===== src/hdl/texelPkg.sv =====
// texel decoder package with block field layout, channel sizes and payload structs
package texelPkg;

	// channel widths
	localparam int chanRawWidth = 8;
	localparam int chanWidth = 12;
	localparam int texelChanWidth = 16;

	localparam int pixelCount = 16;
	localparam int indexWidth = 2;

	// base bits inside the block
	localparam int endpointAOffset = 0;
	localparam int endpointBOffset = 32;
	localparam int permOffset = 62;

	// alpha indices sit in the upper half of the selector word
	localparam int alphaIndexOffset = 32;

	typedef enum logic [1:0] {
		permNone = 2'd0,
		permSwapRA = 2'd1,
		permSwapGA = 2'd2,
		permSwapBA = 2'd3
	} channelPerm_e;

	typedef struct packed {
		logic [chanWidth-1:0] a;
		logic [chanWidth-1:0] r;
		logic [chanWidth-1:0] g;
		logic [chanWidth-1:0] b;
	} rgba12_t;

	typedef struct packed {
		logic [63:0] block;
		logic [2*pixelCount*indexWidth-1:0] selectors;
		logic [$clog2(pixelCount)-1:0] pixelIndex;
	} texelRequest_t;

	// both endpoints, both interpolants and the permutation
	typedef struct packed {
		rgba12_t colorA;
		rgba12_t colorB;
		rgba12_t interpA;
		rgba12_t interpB;
		channelPerm_e perm;
	} endpointSet_t;

	typedef struct packed {
		logic [indexWidth-1:0] colorIndex;
		logic [indexWidth-1:0] alphaIndex;
	} selectorPair_t;

	typedef struct packed {
		logic [texelChanWidth-1:0] a;
		logic [texelChanWidth-1:0] r;
		logic [texelChanWidth-1:0] g;
		logic [texelChanWidth-1:0] b;
	} texel_t;

endpackage


===== src/hdl/pipeStage.sv =====
// one-entry valid/ready register stage for any payload type
module pipeStage #(
	parameter type payload_t = logic
) (
	input logic clock,
	input logic reset,
	input logic inValid,
	input payload_t inData,
	input logic outReady,
	output logic inReady,
	output logic outValid,
	output payload_t outData
);

	logic full;
	payload_t data;

	// room when empty or when the entry leaves this cycle
	assign inReady = !full || outReady;
	assign outValid = full;
	assign outData = data;

	always_ff @(posedge clock) begin
		if (reset) begin
			full <= 1'b0;
		end else if (inReady) begin
			full <= inValid;
		end
	end

	always_ff @(posedge clock) begin
		if (inReady && inValid) begin
			data <= inData;
		end
	end

endmodule


===== src/hdl/endpointExpand.sv =====
// endpoint expander that unpacks both block endpoints to 12 bits and blends the two interpolants
module endpointExpand
	import texelPkg::*;
(
	input logic [63:0] block,
	output endpointSet_t endpoints
);

	rgba12_t colorA;
	rgba12_t colorB;
	rgba12_t interpA;
	rgba12_t interpB;

	// replicate the top bits into the new low bits
	function automatic logic [chanWidth-1:0] widen(input logic [chanRawWidth-1:0] raw);
		return {raw, raw[chanRawWidth-1 -: chanWidth-chanRawWidth]};
	endfunction

	// alpha 8 bits, red 7, green 8, blue 7
	function automatic rgba12_t unpackEndpoint(input logic [29:0] field);
		rgba12_t color;
		color.a = widen(field[29:22]);
		color.r = widen({field[21:15], 1'b0});
		color.g = widen(field[14:7]);
		color.b = widen({field[6:0], 1'b0});
		return color;
	endfunction

	// (5 * heavy + 3 * light) / 8 truncated
	function automatic logic [chanWidth-1:0] blend(
		input logic [chanWidth-1:0] heavy,
		input logic [chanWidth-1:0] light
	);
		logic [chanWidth+2:0] sum;
		sum = ({3'b000, heavy} << 2) + {3'b000, heavy}
			+ ({3'b000, light} << 1) + {3'b000, light};
		return sum[chanWidth+2:3];
	endfunction

	assign colorA = unpackEndpoint(block[endpointAOffset +: 30]);
	assign colorB = unpackEndpoint(block[endpointBOffset +: 30]);

	always_comb begin
		interpA.a = blend(colorA.a, colorB.a);
		interpA.r = blend(colorA.r, colorB.r);
		interpA.g = blend(colorA.g, colorB.g);
		interpA.b = blend(colorA.b, colorB.b);

		interpB.a = blend(colorB.a, colorA.a);
		interpB.r = blend(colorB.r, colorA.r);
		interpB.g = blend(colorB.g, colorA.g);
		interpB.b = blend(colorB.b, colorA.b);
	end

	always_comb begin
		endpoints.colorA = colorA;
		endpoints.colorB = colorB;
		endpoints.interpA = interpA;
		endpoints.interpB = interpB;
		// bit 30 is ignored since endpoints are always unsigned normalized
		endpoints.perm = channelPerm_e'(block[permOffset +: $bits(channelPerm_e)]);
	end

endmodule


===== src/hdl/indexSelect.sv =====
// index selector that pulls one pixel's color and alpha indices out of the selector word
module indexSelect
	import texelPkg::*;
(
	input logic [2*pixelCount*indexWidth-1:0] selectors,
	input logic [$clog2(pixelCount)-1:0] pixelIndex,
	output selectorPair_t indices
);

	localparam int halfWidth = pixelCount * indexWidth;
	localparam int offsetWidth = $clog2(halfWidth);

	logic [halfWidth-1:0] colorHalf;
	logic [halfWidth-1:0] alphaHalf;
	logic [offsetWidth-1:0] bitOffset;

	// color indices low, alpha indices high
	assign colorHalf = selectors[alphaIndexOffset-1:0];
	assign alphaHalf = selectors[alphaIndexOffset +: halfWidth];

	// pixel i starts at bit 2i in each half
	assign bitOffset = offsetWidth'(pixelIndex * indexWidth);

	always_comb begin
		indices.colorIndex = colorHalf[bitOffset +: indexWidth];
		indices.alphaIndex = alphaHalf[bitOffset +: indexWidth];
	end

endmodule


===== src/hdl/texelCombine.sv =====
// texel combiner that picks each channel by index, applies the alpha swap and widens to 16 bits
module texelCombine
	import texelPkg::*;
(
	input endpointSet_t endpoints,
	input selectorPair_t indices,
	output texel_t texel
);

	rgba12_t picked;
	rgba12_t swapped;

	// 0 endpoint B, 1 and 2 the interpolants, 3 endpoint A
	function automatic logic [chanWidth-1:0] pickChannel(
		input logic [indexWidth-1:0] sel,
		input logic [chanWidth-1:0] colorB,
		input logic [chanWidth-1:0] interpB,
		input logic [chanWidth-1:0] interpA,
		input logic [chanWidth-1:0] colorA
	);
		logic [chanWidth-1:0] chan;
		case (sel)
			2'd0: chan = colorB;
			2'd1: chan = interpB;
			2'd2: chan = interpA;
			default: chan = colorA;
		endcase
		return chan;
	endfunction

	function automatic logic [texelChanWidth-1:0] widen(input logic [chanWidth-1:0] chan);
		return {chan, chan[chanWidth-1 -: texelChanWidth-chanWidth]};
	endfunction

	always_comb begin
		picked.a = pickChannel(indices.alphaIndex, endpoints.colorB.a,
			endpoints.interpB.a, endpoints.interpA.a, endpoints.colorA.a);
		picked.r = pickChannel(indices.colorIndex, endpoints.colorB.r,
			endpoints.interpB.r, endpoints.interpA.r, endpoints.colorA.r);
		picked.g = pickChannel(indices.colorIndex, endpoints.colorB.g,
			endpoints.interpB.g, endpoints.interpA.g, endpoints.colorA.g);
		picked.b = pickChannel(indices.colorIndex, endpoints.colorB.b,
			endpoints.interpB.b, endpoints.interpA.b, endpoints.colorA.b);
	end

	// alpha trades places with one color channel
	always_comb begin
		swapped = picked;
		case (endpoints.perm)
			permSwapRA: begin
				swapped.a = picked.r;
				swapped.r = picked.a;
			end
			permSwapGA: begin
				swapped.a = picked.g;
				swapped.g = picked.a;
			end
			permSwapBA: begin
				swapped.a = picked.b;
				swapped.b = picked.a;
			end
			default: swapped = picked;
		endcase
	end

	always_comb begin
		texel.a = widen(swapped.a);
		texel.r = widen(swapped.r);
		texel.g = widen(swapped.g);
		texel.b = widen(swapped.b);
	end

endmodule


===== src/hdl/utxTexelDecoder.sv =====
// texel decoder top level wiring the input stage, endpoint and index decode, combiner and output stage
module utxTexelDecoder
	import texelPkg::*;
(
	input logic clock,
	input logic reset,
	input logic inValid,
	input texelRequest_t inRequest,
	input logic outReady,
	output logic inReady,
	output logic outValid,
	output texel_t outTexel
);

	texelRequest_t request;
	logic requestValid;
	logic requestReady;
	endpointSet_t endpoints;
	selectorPair_t indices;
	texel_t texel;

	pipeStage #(.payload_t(texelRequest_t)) inStage (
		.clock(clock),
		.reset(reset),
		.inValid(inValid),
		.inData(inRequest),
		.outReady(requestReady),
		.inReady(inReady),
		.outValid(requestValid),
		.outData(request)
	);

	// both decode halves work side by side on the held request
	endpointExpand expand (
		.block(request.block),
		.endpoints(endpoints)
	);

	indexSelect select (
		.selectors(request.selectors),
		.pixelIndex(request.pixelIndex),
		.indices(indices)
	);

	texelCombine combine (
		.endpoints(endpoints),
		.indices(indices),
		.texel(texel)
	);

	pipeStage #(.payload_t(texel_t)) outStage (
		.clock(clock),
		.reset(reset),
		.inValid(requestValid),
		.inData(texel),
		.outReady(outReady),
		.inReady(requestReady),
		.outValid(outValid),
		.outData(outTexel)
	);

endmodule


===== config.mk =====
export PLATFORM = sky130hd
export DESIGN_NAME = utxTexelDecoder
export DESIGN_NICKNAME = d
export VERILOG_FILES = /design/src/hdl/texelPkg.sv /design/src/hdl/pipeStage.sv /design/src/hdl/endpointExpand.sv /design/src/hdl/indexSelect.sv /design/src/hdl/texelCombine.sv /design/src/hdl/utxTexelDecoder.sv
export SDC_FILE = /design/constraint.sdc
export NUM_CORES = 1
export LEC_CHECK = 0
export CORE_ASPECT_RATIO = 1.2
export CORE_MARGIN = 3
export CORE_UTILIZATION = 30
export CTS_CLUSTER_DIAMETER = 50
export DETAILED_ROUTE_END_ITERATION = 7
export DONT_BUFFER_PORTS = 1
export PLACE_DENSITY_LB_ADDON = 0.05
export SLEW_MARGIN = 10
export SYNTH_ARGS = -nofsm -noshare
export SYNTH_HDL_FRONTEND = slang
export SYNTH_SLANG_ARGS = --single-unit

===== constraint.sdc =====
create_clock -name clock -period 5.77 [get_ports clock]
set_input_delay 0 -clock clock [delete_from_list [all_inputs] [get_ports clock]]
set_output_delay 0 -clock clock [all_outputs]
set_load 0.01 [all_outputs]

* Word-level counts from Yosys, hierarchy flattened
Index checks and enable logic that the tools add are counted.
** Operators by class
- $add $sub $neg :: 24
- Equal/unequal tests :: 7
- Shift operators :: 2
- Muxes and demuxes :: 8
- Reductions and logical operators :: 8
** Operator list (number)
- one-hot mux 12 bit (3 select lines) :: 5
- adder 14 x 12 -> 15 bit :: 8
- adder 15 x 12 -> 15 bit :: 8
- adder 15 x 13 -> 15 bit :: 8
- variable part select 32 x 6 -> 2 bit :: 2
- two-way mux 12 bit :: 3
- equality test 2 bit (second input constant) :: 4
- equality test 2 x 1 -> 1 bit (second input constant) :: 3
- logical NOT 2 bit :: 2
- logical AND 1 bit :: 2
- logical NOT 1 bit :: 2
- logical OR 1 bit :: 2
** Word-level totals
- Flip-flop bits (word level) :: 198
- Input bits :: 136
- Output and inout port bits :: 66

* Depth between registers and ports, before layout
- Word-level depth :: 5
- Depth in mapped cells :: 15
- Gate-level depth less buffers :: 15

* Hierarchy
A second synthesis with hierarchy kept.
** Second synthesis, totals
- Cell total of the unflattened synthesis :: 1490
- Area total of the unflattened synthesis :: 17370.4 µm²
** Modules (own cells, without submodules)
- endpointExpand :: instances 1, cells each 1033, area each 8817.2 µm², sequential area each 0.0 µm²
- pipeStage at inStage :: instances 1, cells each 137, area each 4018.9 µm², sequential area each 3983.8 µm²
- texelCombine :: instances 1, cells each 212, area each 2003.2 µm², sequential area each 0.0 µm²
- pipeStage at outStage :: instances 1, cells each 69, area each 1976.9 µm², sequential area each 1941.9 µm²
- indexSelect :: instances 1, cells each 39, area each 554.3 µm², sequential area each 0.0 µm²

* Worst setup path before layout
No wires, ideal clock.
- Path kind :: reg2reg
- Start :: register inStage.data (netlist bit inStage.outData[103])
- End :: register outStage.data (netlist bit outStage.outData[51]) (data pin)
- Setup time :: 263 ps
- Data arrival time :: 4083 ps
- Setup slack :: 1424 ps
- Cell stages (with the launch flop) :: 15
- Clock period less this slack :: 4346 ps
- Cell sequence :: edfxtp_1 inv_1 fa_1 fa_1 and4b_1 fa_1 a21o_1 a221oi_1 o21bai_1 a41o_1 o41ai_1 mux2i_1 o32a_1 o211ai_1 a211oi_1
** RTL lines
- from (decl) :: RTL line pipeStage.sv:16 : payload_t data;
- from (signal assigned) :: RTL line pipeStage.sv:33 : data <= inData;
- to (signal assigned) :: RTL line pipeStage.sv:33
- to (decl) :: RTL line pipeStage.sv:16

==> flow_summary.json <==
{
  "outcome": "completed",
  "wl_per_cell_microns": 21.9,
  "detail-route-antenna-nets": 0,
  "synthTopCellsByArea": "edfxtp_1, fa_1, ha_1, inv_1, mux4_2",
  "cts_buffers": 17,
  "area_delta_synth_final_pct": 15.9,
  "drc": 0,
  "period_share_pct": 88.8,
  "row_count": 91,
  "yosys-top-cells-count": "inv_1, edfxtp_1, fa_1",
  "hold_viol": 0,
  "clock_latency_ns": 0.49,
  "power.share.switching_pct": 43.1,
  "async_flop_share_pct": 0,
  "synthCells": 1476,
  "initial_core_util_pct": 30.6,
  "port_buffers": 0,
  "root_buffer": "clkbuf_16",
  "hpwlAfterDp_mm": 40.9,
  "yosysWarnings": 0,
  "core-area_sq_mm": 0.0519,
  "dr.first_iter.drc_count": 753,
  "dr_total_vias": 11321,
  "synth_ff_type": "edfxtp_1",
  "fin_tns_setup_ns": 0,
  "ios": 202,
  "dr.pass1.iters": 5,
  "synth_edf_count": 178,
  "regArea_sq_mm": 0.00539,
  "skew_ns": 0.0149,
  "gp_congestion": 0.812,
  "switching_power_uw": 2610,
  "seq_power_share_pct": 28.4,
  "die_area_sq_mm": 0.0558,
  "cts_num_sinks": 180,
  "tightest_slew_ns": 0.981,
  "ctsResizeCount": 0,
  "arrival_ns": 5.44,
  "start_kind": "flip-flop",
  "wl_mm": 50.3,
  "period_minus_slack_ns": 5.12,
  "cp-end-kind": "flip-flop",
  "die_h_microns": 258,
  "layout.nets": 1972,
  "rsz0062_at_grt": "no",
  "peakVddDrop_mv": 0.216,
  "relSlewSlack_pct": 34.5,
  "synth_top_area_share_pct": 33.6,
  "ys_seq_area_share_pct": 33.9,
  "clkTransAtPathRegs_ns": 0.08,
  "n_fill_cell": 5322,
  "syn_nets": 1864,
  "fmax_ghz": 0.195,
  "clockBufferDepth": 2,
  "hp-class": "primary input to flip-flop",
  "grt_max_degree": 60,
  "synth_most_common_cell": "inv_1",
  "grt_pass1_vias": 11916,
  "grt_pass1_wl_mm": 74.8,
  "synth_seq_cells": 180,
  "p_comb_share_pct": 51.9,
  "finalNonFillerCells": 2294,
  "drive_above_1_share_pct": 6.07,
  "power_density_mw_per_mm2": 328,
  "grtUsageTotal_pct": 18.1,
  "yosys.area.top_type": "edfxtp_1",
  "grt_antenna_before_repair": 0,
  "crit_path_max_fanout": 5,
  "post-place-cells": 2128,
  "clkPwrFrac_pct": 19.7,
  "dieWidth_microns": 216,
  "crit_type": "flip-flop to flip-flop",
  "cts-htree-levels": 4,
  "leakage_uw": 0.00765,
  "grt_overflow": 0,
  "multi_input_area_sq_mm": 0.00938,
  "cts_tree": "yes",
  "ys_types": 80,
  "antenna_cells": 0,
  "setup-violations-final": 0,
  "drv_slew": 0,
  "critPathRequiredTime_ns": 6.09,
  "viasPerCell": 4.94,
  "avgSynthCellArea_sq_um": 10.8,
  "synth.cell_area_sq_mm": 0.0159,
  "max-cap-violations": 0,
  "internal_power_uw": 3440
}
cells by family (layout without fill, tap and decap cells):
family | after synthesis | after routing | synth area share [%]
buf+inv | 260 | 381 | 7.23
compound gates | 324 | 324 | 13.5
xor+xnor | 65 | 65 | 3.58
simple gates | 330 | 330 | 9.77
fa+ha+maj | 252 | 252 | 26.3
mux | 65 | 65 | 5.75
flops | 180 | 180 | 33.9
repair_timing:
| action | 4_1_cts | 5_1_grt |
|---|---|---|
| hold endpoints to repair | 138 | 0 |
| buffers inserted | 0 | 0 |
| hold buffers | 134 | 0 |
layer usage:
metal	GRT usage, %	part of all wire (%)	vias to the layer above
met4	5.62	2.1	0
met3	2.79	2.8	37
met1	23.1	44	5654
li1	-	-	5467
met2	31.7	51	163
met5	0	0	-
metrics by stage:
step           area [sq um]  util [%]  setup slack [ns]  hold WS (ns)  total power, uW
2_1_floorplan         15900         -              1.42        0.0724             3920
3_3_place_gp          16500      31.8             0.686        0.0747             4830
3_5_place_dp          16500      31.8             0.633        0.0783             4820
4_1_cts               18400      35.5             0.567        0.0794             6140
5_1_grt               18400      35.5             0.173        0.0988             6520
6_report              18400      35.5             0.648         0.130             6040
critical path, cell delays in order, from the launching register on:
cell,delay (ns)
edfxtp_1,0.52
inv_1,0.32
fa_1,0.52
fa_1,0.50
and4b_1,0.24
fa_1,0.47
a21oi_1,0.21
o21ai_0,0.20
o41ai_1,0.42
o21ai_0,0.26
o41ai_1,0.44
mux2i_1,0.26
o32a_1,0.25
o211ai_1,0.13
a211oi_1,0.20
registers in the layout, summed over array words and instances (netlist names):
register	count
inStage.outValid	1
outStage.outValid	1
outStage.outData	48
inStage.outData	130
layout by cell type, fill, tap and decap left out, types with 31 or more instances in the layout:
cell           count
nand2_1          111
inv_1            198
mux2i_1           35
xor2_1            31
dlygate4sd3_1    134
a21oi_1           77
edfxtp_1         178
ha_1             116
fa_1             136
o21ai_0           67
xnor2_1           34
nor2_1            83
final timing paths:
path	endpoint	depth (start not counted)	start	slack, ns
setup / recovery	outStage.outData[51]$_DFFE_PP_	14	inStage.outData[104]$_DFFE_PP_	0.65
hold / removal	inStage.outData[18]$_DFFE_PP_	1	inRequest[18]	0.13
setup reg to reg	outStage.outData[51]$_DFFE_PP_	14	inStage.outData[104]$_DFFE_PP_	0.65
hold reg to reg	outStage.outData[42]$_DFFE_PP_	3	inStage.outData[84]$_DFFE_PP_	0.92
final cells by class:
cell class	instances	share of cell area, %
clock buffer	17	2.31
clock inverter	15	0.862
inverter	198	4.03
multi-input combinational	1036	50.9
sequential	180	29.2
tap	697	4.73
timing repair buffer	151	7.97
power groups by stage:
stage	registers (uW)	clock network, uW	logic (uW)
3_5_place_dp	1750	0	3070
3_3_place_gp	1750	0	3080
5_1_grt	1730	1290	3490
4_1_cts	1720	1250	3170
6_report	1720	1190	3140
2_1_floorplan	1700	0	2220
Note: power is estimated with default switching activity, not from simulation.
